$ cat src/logic/mac_pkg.sv
// widths, size encodings and fsm state encoding
// shared by the multiple access controller blocks

`default_nettype none

package mac_pkg;

  // --------------------------------------------------------------------------
  // datapath widths
  // --------------------------------------------------------------------------

  localparam int data_width = 32;  // internal word, also the memory bus
  localparam int lane_count = 4;   // read byte lanes
  localparam int lane_width = 8;   // bits per lane

  // --------------------------------------------------------------------------
  // transfer and bus size, log2 of the byte count
  // --------------------------------------------------------------------------

  typedef enum logic [1:0] {
    size_8    = 2'd0,  // one byte
    size_16   = 2'd1,  // halfword
    size_32   = 2'd2,  // full word
    size_rsvd = 2'd3   // illegal on the request port
  } xfer_size_e;

  // --------------------------------------------------------------------------
  // sequencer fsm
  // --------------------------------------------------------------------------

  typedef enum logic [1:0] {
    st_idle,     // waiting for a request, req_ready high
    st_access,   // mem_req high until mem_ack
    st_gap,      // one dead cycle between beats
    st_respond   // waiting out the response
  } mac_state_e;

  // chunk number in bus-width units, low end is chunk 0
  typedef logic [1:0] chunk_idx_t;

endpackage

`default_nettype wire

$ cat src/logic/access_sequencer.sv
// request acceptance, beat counter and memory strobe
// plus write slice selection for each external beat

`default_nettype none

module access_sequencer
(
  input  logic                                sys_clk1,
  input  logic                                n_sys_reset1,
  // request port
  input  logic                                req_valid,
  input  logic                                req_write,
  input  mac_pkg::xfer_size_e                 req_size,
  input  mac_pkg::xfer_size_e                 bus_size,
  input  logic [mac_pkg::data_width-1:0]      req_wdata,
  output logic                                req_ready,
  // memory port
  output logic                                mem_req,
  output logic                                mem_write,
  output logic [mac_pkg::data_width-1:0]      mem_wdata,
  input  logic                                mem_ack,
  // to lanes and assembler
  output logic                                lane_clear,
  output mac_pkg::chunk_idx_t                 chunk_index,
  output mac_pkg::xfer_size_e                 cur_bus_size,
  output mac_pkg::xfer_size_e                 cur_xfer_size,
  output logic                                last_done
);

  mac_pkg::mac_state_e                state;
  logic                               accept;       // request handshake
  logic                               final_ack;    // ack of the last beat
  logic                               is_write;     // stored req_write
  logic [1:0]                         resp_wait;    // cycles left in st_respond
  logic [mac_pkg::data_width-1:0]     wdata_q;      // masked write data
  logic [mac_pkg::data_width-1:0]     chunk_data;   // selected write slice

  // --------------------------------------------------------------------------
  // size decode
  // --------------------------------------------------------------------------

  // highest chunk index, which is also beats minus one
  function automatic mac_pkg::chunk_idx_t last_chunk
  (
    input mac_pkg::xfer_size_e xs,
    input mac_pkg::xfer_size_e bs
  );
    logic [1:0] diff;
    diff = 2'(xs) - 2'(bs);
    if (xs <= bs)
      last_chunk = 2'd0;       // fits in one beat
    else if (diff == 2'd1)
      last_chunk = 2'd1;       // two beats
    else
      last_chunk = 2'd3;       // word over byte bus
  endfunction

  // keep only the low N bytes of the request word
  function automatic logic [mac_pkg::data_width-1:0] size_mask
  (
    input mac_pkg::xfer_size_e xs
  );
    case (xs)
      mac_pkg::size_8:  size_mask = 32'h0000_00ff;
      mac_pkg::size_16: size_mask = 32'h0000_ffff;
      default:          size_mask = 32'hffff_ffff;
    endcase
  endfunction

  assign req_ready  = (state == mac_pkg::st_idle);
  assign accept     = req_valid & req_ready;
  assign lane_clear = accept;                        // zero lanes at acceptance edge
  assign mem_req    = (state == mac_pkg::st_access);
  assign mem_write  = mem_req & is_write;
  assign final_ack  = mem_req & mem_ack & (chunk_index == 2'd0);

  // --------------------------------------------------------------------------
  // fsm and access counter
  // --------------------------------------------------------------------------

  always_ff @(posedge sys_clk1 or negedge n_sys_reset1)
  begin
    if (!n_sys_reset1)
    begin
      state         <= mac_pkg::st_idle;
      chunk_index   <= 2'd0;
      resp_wait     <= 2'd0;
      is_write      <= 1'b0;
      cur_bus_size  <= mac_pkg::size_8;
      cur_xfer_size <= mac_pkg::size_8;
      last_done     <= 1'b0;
    end
    else
    begin
      last_done <= final_ack;                        // one cycle pulse
      case (state)
        mac_pkg::st_idle:
          if (accept)
          begin
            state         <= mac_pkg::st_access;
            chunk_index   <= last_chunk(req_size, bus_size);  // ms chunk first
            cur_bus_size  <= bus_size;
            cur_xfer_size <= req_size;
            is_write      <= req_write;
          end
        mac_pkg::st_access:
          if (mem_ack)
          begin
            if (chunk_index == 2'd0)
            begin
              state     <= mac_pkg::st_respond;
              resp_wait <= 2'd2;                     // covers assembler stages
            end
            else
            begin
              state       <= mac_pkg::st_gap;
              chunk_index <= chunk_index - 2'd1;     // next lower chunk
            end
          end
        mac_pkg::st_gap:
          state <= mac_pkg::st_access;               // mem_req low one cycle
        mac_pkg::st_respond:
          if (resp_wait == 2'd0)
            state <= mac_pkg::st_idle;               // ready after resp_valid
          else
            resp_wait <= resp_wait - 2'd1;
        default:
          state <= mac_pkg::st_idle;
      endcase
    end
  end

  // write data held for the whole transfer
  always_ff @(posedge sys_clk1)
  begin
    if (accept)
      wdata_q <= req_wdata & size_mask(req_size);
  end

  // --------------------------------------------------------------------------
  // write slice select
  // --------------------------------------------------------------------------

  always_comb
  begin
    chunk_data = '0;
    case (cur_bus_size)
      mac_pkg::size_8:
        chunk_data[7:0] = wdata_q[chunk_index*mac_pkg::lane_width +: 8];
      mac_pkg::size_16:
        chunk_data[15:0] = wdata_q[chunk_index[0]*16 +: 16];
      default:
        chunk_data = wdata_q;                        // whole word in one beat
    endcase
  end

  assign mem_wdata = is_write ? chunk_data : '0;     // reads drive zero

  // --------------------------------------------------------------------------
  // protocol checks
  // --------------------------------------------------------------------------

  // beat held with stable data while memory stalls
  a_req_hold : assert property (@(posedge sys_clk1) disable iff (!n_sys_reset1)
    mem_req && !mem_ack |=> mem_req && $stable(mem_wdata) && $stable(mem_write))
    else $error("mem_req dropped or data changed before mem_ack");

  a_ack_in_req : assert property (@(posedge sys_clk1) disable iff (!n_sys_reset1)
    mem_ack |-> mem_req)
    else $error("mem_ack without mem_req");

  a_legal_size : assert property (@(posedge sys_clk1) disable iff (!n_sys_reset1)
    req_valid |-> (req_size != mac_pkg::size_rsvd) && (bus_size != mac_pkg::size_rsvd))
    else $error("reserved size on request port");

endmodule

`default_nettype wire

$ cat src/logic/byte_lane.sv
// single read byte lane
// picks its byte out of the memory bus when its chunk is acknowledged

`default_nettype none

module byte_lane
#(
  parameter int lane_index = 0       // byte position in the assembled word
)
(
  input  logic                                sys_clk1,
  input  logic                                n_sys_reset1,
  input  logic                                lane_clear,
  input  logic                                mem_ack,
  input  mac_pkg::chunk_idx_t                 chunk_index,
  input  mac_pkg::xfer_size_e                 cur_bus_size,
  input  logic [mac_pkg::data_width-1:0]      mem_rdata,
  output logic [mac_pkg::lane_width-1:0]      lane_byte
);

  logic [1:0] lane_id;     // lane_index as a 2 bit value
  logic       in_chunk;    // this byte is carried by the current beat
  logic [1:0] offset;      // byte position inside the chunk

  assign lane_id = 2'(lane_index);

  always_comb
  begin
    in_chunk = 1'b0;
    offset   = 2'd0;
    case (cur_bus_size)
      mac_pkg::size_8:
        in_chunk = (chunk_index == lane_id);         // one byte per beat
      mac_pkg::size_16:
      begin
        in_chunk = (chunk_index[0] == lane_id[1]);   // halfword chunks
        offset   = {1'b0, lane_id[0]};
      end
      mac_pkg::size_32:
      begin
        in_chunk = 1'b1;                             // single beat
        offset   = lane_id;
      end
      default:
        in_chunk = 1'b0;
    endcase
  end

  always_ff @(posedge sys_clk1 or negedge n_sys_reset1)
  begin
    if (!n_sys_reset1)
      lane_byte <= '0;
    else if (lane_clear)
      lane_byte <= '0;                               // new transfer
    else if (mem_ack && in_chunk)
      lane_byte <= mem_rdata[offset*mac_pkg::lane_width +: mac_pkg::lane_width];
  end

  // clear only happens in idle, ack only during an access
  a_clear_vs_ack : assert property (@(posedge sys_clk1) disable iff (!n_sys_reset1)
    !(lane_clear && mem_ack))
    else $error("lane %0d saw lane_clear together with mem_ack", lane_index);

endmodule

`default_nettype wire

$ cat src/logic/read_assembler.sv
// read result register with byte and halfword replication
// and the one cycle response strobe

`default_nettype none

module read_assembler
(
  input  logic                                sys_clk1,
  input  logic                                n_sys_reset1,
  input  logic [mac_pkg::data_width-1:0]      lane_bytes,     // all four lanes
  input  mac_pkg::xfer_size_e                 cur_xfer_size,
  input  logic                                last_done,
  output logic                                resp_valid,
  output logic [mac_pkg::data_width-1:0]      resp_rdata
);

  localparam int half_width = 2 * mac_pkg::lane_width;

  logic                               last_done_q;    // lanes settled
  logic [mac_pkg::data_width-1:0]     replicated;     // next resp_rdata

  // --------------------------------------------------------------------------
  // replicate low N bytes over the word
  // --------------------------------------------------------------------------

  always_comb
  begin
    case (cur_xfer_size)
      mac_pkg::size_8:
        replicated = {mac_pkg::lane_count{lane_bytes[mac_pkg::lane_width-1:0]}};
      mac_pkg::size_16:
        replicated = {(mac_pkg::lane_count/2){lane_bytes[half_width-1:0]}};
      default:
        replicated = lane_bytes;                     // word, no replication
    endcase
  end

  // --------------------------------------------------------------------------
  // response timing
  // --------------------------------------------------------------------------

  always_ff @(posedge sys_clk1 or negedge n_sys_reset1)
  begin
    if (!n_sys_reset1)
    begin
      last_done_q <= 1'b0;
      resp_valid  <= 1'b0;
    end
    else
    begin
      last_done_q <= last_done;                      // final lane capture done
      resp_valid  <= last_done_q;                    // second edge after final ack
    end
  end

  // result word, written once per transfer
  always_ff @(posedge sys_clk1)
  begin
    if (last_done_q)
      resp_rdata <= replicated;
  end

  // last_done is a single pulse per transfer, so the response is too
  a_resp_pulse : assert property (@(posedge sys_clk1) disable iff (!n_sys_reset1)
    resp_valid |=> !resp_valid)
    else $error("resp_valid high for more than one cycle");

endmodule

`default_nettype wire

$ cat src/logic/mac_top.sv
// multiple access controller top level
// sequencer, four read byte lanes and the read assembler

`default_nettype none

module mac_top
(
  input  logic                                sys_clk1,
  input  logic                                n_sys_reset1,
  // request port
  input  logic                                req_valid,
  input  logic                                req_write,
  input  mac_pkg::xfer_size_e                 req_size,
  input  mac_pkg::xfer_size_e                 bus_size,
  input  logic [mac_pkg::data_width-1:0]      req_wdata,
  output logic                                req_ready,
  // memory port
  output logic                                mem_req,
  output logic                                mem_write,
  output logic [mac_pkg::data_width-1:0]      mem_wdata,
  input  logic                                mem_ack,
  input  logic [mac_pkg::data_width-1:0]      mem_rdata,
  // response port
  output logic                                resp_valid,
  output logic [mac_pkg::data_width-1:0]      resp_rdata
);

  logic                               lane_clear;
  mac_pkg::chunk_idx_t                chunk_index;
  mac_pkg::xfer_size_e                cur_bus_size;
  mac_pkg::xfer_size_e                cur_xfer_size;
  logic                               last_done;
  logic [mac_pkg::data_width-1:0]     lane_bytes;     // lane 0 in the low byte

  access_sequencer u_seq
  (
    .sys_clk1      (sys_clk1),
    .n_sys_reset1  (n_sys_reset1),
    .req_valid     (req_valid),
    .req_write     (req_write),
    .req_size      (req_size),
    .bus_size      (bus_size),
    .req_wdata     (req_wdata),
    .req_ready     (req_ready),
    .mem_req       (mem_req),
    .mem_write     (mem_write),
    .mem_wdata     (mem_wdata),
    .mem_ack       (mem_ack),
    .lane_clear    (lane_clear),
    .chunk_index   (chunk_index),
    .cur_bus_size  (cur_bus_size),
    .cur_xfer_size (cur_xfer_size),
    .last_done     (last_done)
  );

  // one lane per byte of the assembled word
  for (genvar g = 0; g < mac_pkg::lane_count; g++)
  begin : g_lane
    byte_lane #(.lane_index(g)) u_lane
    (
      .sys_clk1     (sys_clk1),
      .n_sys_reset1 (n_sys_reset1),
      .lane_clear   (lane_clear),
      .mem_ack      (mem_ack),
      .chunk_index  (chunk_index),
      .cur_bus_size (cur_bus_size),
      .mem_rdata    (mem_rdata),
      .lane_byte    (lane_bytes[g*mac_pkg::lane_width +: mac_pkg::lane_width])
    );
  end

  read_assembler u_asm
  (
    .sys_clk1      (sys_clk1),
    .n_sys_reset1  (n_sys_reset1),
    .lane_bytes    (lane_bytes),
    .cur_xfer_size (cur_xfer_size),
    .last_done     (last_done),
    .resp_valid    (resp_valid),
    .resp_rdata    (resp_rdata)
  );

endmodule

`default_nettype wire

$ cat config.mk
export PLATFORM = sky130hd
export DESIGN_NAME = mac_top
export DESIGN_NICKNAME = d
export VERILOG_FILES = /design/src/logic/mac_pkg.sv /design/src/logic/access_sequencer.sv /design/src/logic/byte_lane.sv /design/src/logic/read_assembler.sv /design/src/logic/mac_top.sv
export SDC_FILE = /design/constraint.sdc
export NUM_CORES = 1
export LEC_CHECK = 0
export BUFFER_PORTS_ARGS = -buffer_cell sky130_fd_sc_hd__buf_4
export CORE_UTILIZATION = 46
export CTS_BUF_LIST = sky130_fd_sc_hd__clkbuf_4 sky130_fd_sc_hd__clkbuf_8 sky130_fd_sc_hd__clkbuf_16
export DETAILED_ROUTE_END_ITERATION = 12
export HOLD_SLACK_MARGIN = 0.1
export PLACE_DENSITY = 0.69
export SLEW_MARGIN = 0
export SYNTH_ARGS = -nofsm -noshare
export SYNTH_HDL_FRONTEND = slang
export SYNTH_HIERARCHICAL = 1
export SYNTH_SLANG_ARGS = --single-unit
$ cat constraint.sdc
create_clock -name sys_clk1 -period 3.1 [get_ports sys_clk1]
set_input_delay 0.62 -clock sys_clk1 [delete_from_list [all_inputs] [get_ports sys_clk1]]
set_output_delay 0.62 -clock sys_clk1 [all_outputs]
set_load 0.005 [all_outputs]
==> impl_summary.md <==
Finish
The number of antenna diodes in the final layout is 0. Leaving out filler cells and counting taps, the final layout contains 829. The net count of the finished layout is approximately 730. The layout-stage area growth over the synthesis result is 22.3%. The share of final-layout standard cells stronger than drive strength 1 is 0.351. The final design area excluding fillers is just under 8000 sq um.

Setup path
The kind of capture point of the worst setup path is a primary output. STA classifies the critical path startpoint as a flip-flop. The launching instance or port of the critical path is u_seq/chunk_index[0]$_DFFE_PN0P_. Counting cells, the worst reg-to-reg path comes to 4. The critical path in this run is classified as flip-flop to primary output. Setup slack on the worst reg-to-reg path comes out at ~0.60 ns.

The most critical setup path has its endpoint at mem_wdata[0]. At the worst endpoint, the arrival time is between 2 and 2.5 ns. The worst register-to-register path ends at g_lane[1].u_lane/lane_byte[4]$_DFFE_PN0P_.

The reg-to-reg critical path startpoint is u_seq/chunk_index[0]$_DFFE_PN0P_. STA puts the critical path data required time at ~2.5 ns. The critical-path maximum fanout is 27.

Global route
Entering global routing, the biggest net connects 47 pins. The number of global-route vias before repair was approximately 4800. The wire length of the first global-routing pass is roughly 26000 um. The number of antenna violations at the first check in global routing came to 0. Across every metal layer, demand over resource in global routing totals 0.239. Summed over all layers, the global routing overflow is 0.

Placement
Port buffering added 140 buffers. Routability-driven placement finished with a final weighted congestion of 0.884. The placed instance area is 7480 sq um. After legalization and detailed placement, the total HPWL measured roughly 12000 um.

Counting tap cells, the placed design contains a total of around 800 instances.

Floorplanning
The core outline area is 13300 sq um. The die footprint is about 14000 sq um. The die is 120 um wide. 141 I/O pins were placed. The overall die height is about 120 um. The cell row count is 42.

The initial utilization of the core area, before any placement, comes to 0.476.

Synthesis
Counting every instance in the synthesized netlist gives between 500 and 600. Counting every net in the synthesized netlist gives 613. Synthesis inferred between 100 and 150 register bits. For this run, the register share of the synthesized area comes to 0.483. The synthesized netlist contains 55 unique library cells.

The count of flip-flops with a built-in enable after synthesis is between 60 and 70. The share of synthesized area spent on multiplexers is 0.158. Of the total synthesized cell area, the portion taken by XOR and XNOR cells is 0. A synthesized cell averages about 12 sq um. The post-synthesis share of cell area spent on and, or, nand and nor gates is 0.168. The compound-gate portion of the synthesized area is 0.116. Of the total synthesized cell area, the portion taken by full adders, half adders and majority gates is 0.0268. After synthesis, the share of flip-flops with an asynchronous set or reset is 0.418.

The warning count from the yosys run is 6. Among all flip-flop cells after synthesis, the most frequent one is sky130_fd_sc_hd__edfxtp_1. The dominant combinational cell family by area after synthesis is simple AND/OR/NAND/NOR gates.

The cell area that synthesis handed to floorplanning was between 6000 and 7000 sq um.

CTS
For this design, the CTS-stage hold fixing added 0 buffers. In this run, CTS created clock tree buffers numbering 9. TritonCTS built the clock tree.

In this run the clock root is driven by a sky130_fd_sc_hd__clkbuf_16. CTS saw 110 sinks. The clock latency on the worst-skew pair is between 0.3 and 0.4 ns. The clock input transition at the sequential cells of the worst setup and hold paths is roughly 0.080 ns. In this run the number of H-tree levels came out at 3. In this run the deepest clock path goes through 2 buffers. In this run the post-CTS setup repair buffer count came out at 0. The quantity of gates resized following cts is 0.

Power and ir drop
The largest vdd supply drop is around 0.38 mV. Power spread over the standard cell area amounts to about 950 nW/um^2. The analysis attributes to cell leakage a power of between 3 and 4 nW. The overall power after layout is 0.00738 W.

Min path
The path category of the worst min-delay check is primary input to async pin.

Route
The overall via count from detail_route is 4889. The final wirelength is between 15000 and 20000 um. The total iterations of the first detailed-routing run is 5. The initial DRC count is ~390.

In the final routed layout, each cell accounts on average for roughly 20 um. The residual DRC count is 0. Using the TritonRoute via totals, the vias-per-cell ratio works out to 5.90. The count of nets left with antenna violations after detail routing is 0.

Timing
The post-route fraction of the period consumed by the critical path is 0.949. The transition time at the pin with the least slew margin is ~1.1 ns. The maximum clock rate is 340 MHz. The number of hold violations in the final report is 0. The sum of negative setup slack is 0 ns. The minimum clock period after layout is 2.94 ns. Setup repair after global routing left no endpoint under its margin.

On the final layout, the worst clock skew is roughly 0.011 ns. The number of pins exceeding their max-slew limit in the final report is 0. The number of failing setup endpoints in the final timing report is 0.

Headroom to the max-slew limit came out at 0.235.

Flow run
The total of max-cap violations is 0.

Run status
The run finished with clean final reports.
-- routing by layer --
layer	part of all wire	track usage	wire [um]
met3	0.080	0.0504	1320
met2	0.46	0.365	7660
met1	0.43	0.332	7180
met5	0	0	0
met4	0.023	0.0984	388
-- cells in the final DEF, fill, tap and decap left out, types with 14 or more instances in the layout --
master,Yosys,layout
sky130_fd_sc_hd__nand4_1,16,16
sky130_fd_sc_hd__dfrtp_1,46,46
sky130_fd_sc_hd__nor2_1,14,14
sky130_fd_sc_hd__and3_1,17,17
sky130_fd_sc_hd__mux2i_1,26,26
sky130_fd_sc_hd__buf_4,2,148
sky130_fd_sc_hd__nand3_1,16,16
sky130_fd_sc_hd__and2b_1,15,15
sky130_fd_sc_hd__and2_1,18,17
sky130_fd_sc_hd__inv_1,15,15
sky130_fd_sc_hd__nor2b_1,22,22
sky130_fd_sc_hd__o21ai_0,19,19
sky130_fd_sc_hd__edfxtp_1,64,64
sky130_fd_sc_hd__mux2_2,27,27
sky130_fd_sc_hd__nand2_1,26,26
-- logic make-up (layout without fill, tap and decap cells) --
| family | Yosys count | in the layout |
|---|---|---|
| compound gates | 96 | 96 |
| fa+ha+maj | 13 | 13 |
| buf+inv | 56 | 182 |
| flops | 110 | 110 |
| mux | 73 | 73 |
| simple gates | 179 | 179 |
-- worst max-delay path, stage by stage, from the launching register on --
cell and delay [ns]:
sky130_fd_sc_hd__dfrtp_1 0.94, sky130_fd_sc_hd__mux4_1 0.65, sky130_fd_sc_hd__nand2_1 0.09, sky130_fd_sc_hd__o211ai_1 0.10, sky130_fd_sc_hd__buf_4 0.16
-- how the worst min path moves through the flow --
stage	endpoint	slack, ns	startpoint	depth (start not counted)
6_report	u_seq/state[0]$_DFFE_PN0P_	0.27	n_sys_reset1	1
5_1_grt	g_lane[0].u_lane/lane_byte[5]$_DFFE_PN0P_	0.31	n_sys_reset1	1
4_1_cts	u_seq/chunk_index[1]$_DFFE_PN0P_	0.29	n_sys_reset1	1
3_5_place_dp	u_asm/last_done_q$_DFF_PN0_	0.35	u_seq/last_done$_DFF_PN0_	0
3_3_place_gp	u_asm/last_done_q$_DFF_PN0_	0.34	u_seq/last_done$_DFF_PN0_	0
2_1_floorplan	g_lane[0].u_lane/lane_byte[0]$_DFFE_PN0P_	0.32	n_sys_reset1	0
-- report_power, final --
group | total, W | internal (W) | leakage, nW | switching (W)
Sequential | 0.00268 | 0.00207 | 1.17 | 0.000612
Clock | 0.00115 | 0.000574 | 0.148 | 0.000579
Combinational | 0.00354 | 0.00180 | 2.02 | 0.00174
Total | 0.00738 | 0.00444 | 3.34 | 0.00294
-- sequential cells by signal, summed over array words and instances, names as in the netlist --
name	count
u_seq/state	2
u_asm/resp_valid	1
u_asm/resp_rdata	32
u_seq/cur_xfer_size	2
u_seq/is_write	1
u_seq/wdata_q	32
u_seq/chunk_index	2
u_seq/last_done	1
u_asm/last_done_q	1
g_lane.u_lane/lane_byte	32
u_seq/cur_bus_size	2
u_seq/resp_wait	2
-- cell usage after synthesis, types with 16 or more instances --
library cell	instances	area (sq um)
sky130_fd_sc_hd__nand3_1	16	80.1
sky130_fd_sc_hd__dfrtp_1	46	1150
sky130_fd_sc_hd__mux2_2	27	304
sky130_fd_sc_hd__nand2_1	26	97.6
sky130_fd_sc_hd__edfxtp_1	64	1920
sky130_fd_sc_hd__mux2i_1	26	260
sky130_fd_sc_hd__and3_1	17	106
sky130_fd_sc_hd__nor2b_1	22	138
sky130_fd_sc_hd__and2_1	18	113
sky130_fd_sc_hd__nand4_1	16	100
sky130_fd_sc_hd__o21ai_0	19	95.1
-- through the flow --
step	setup WS (ns)	util	hold WS (ns)
detailed placement	0.505	0.560	0.345
CTS	0.118	0.582	0.293
floorplan	0.949	-	0.324
global placement	0.598	0.560	0.335
global route	0.0366	0.582	0.313
finish	0.159	0.582	0.271
-- final cells by class --
| cell class | instances | area [sq um] |
|---|---|---|
| repair buffers | 149 | 1130 |
| inverters | 17 | 63.8 |
| clock inverters | 7 | 71.3 |
| fillers | 1120 | 5570 |
| clock buffers | 9 | 225 |
| flip-flops and latches | 110 | 3070 |
| multi-input cells | 361 | 2990 |
| well taps | 176 | 220 |
Note: power is estimated with default switching activity, not from simulation.
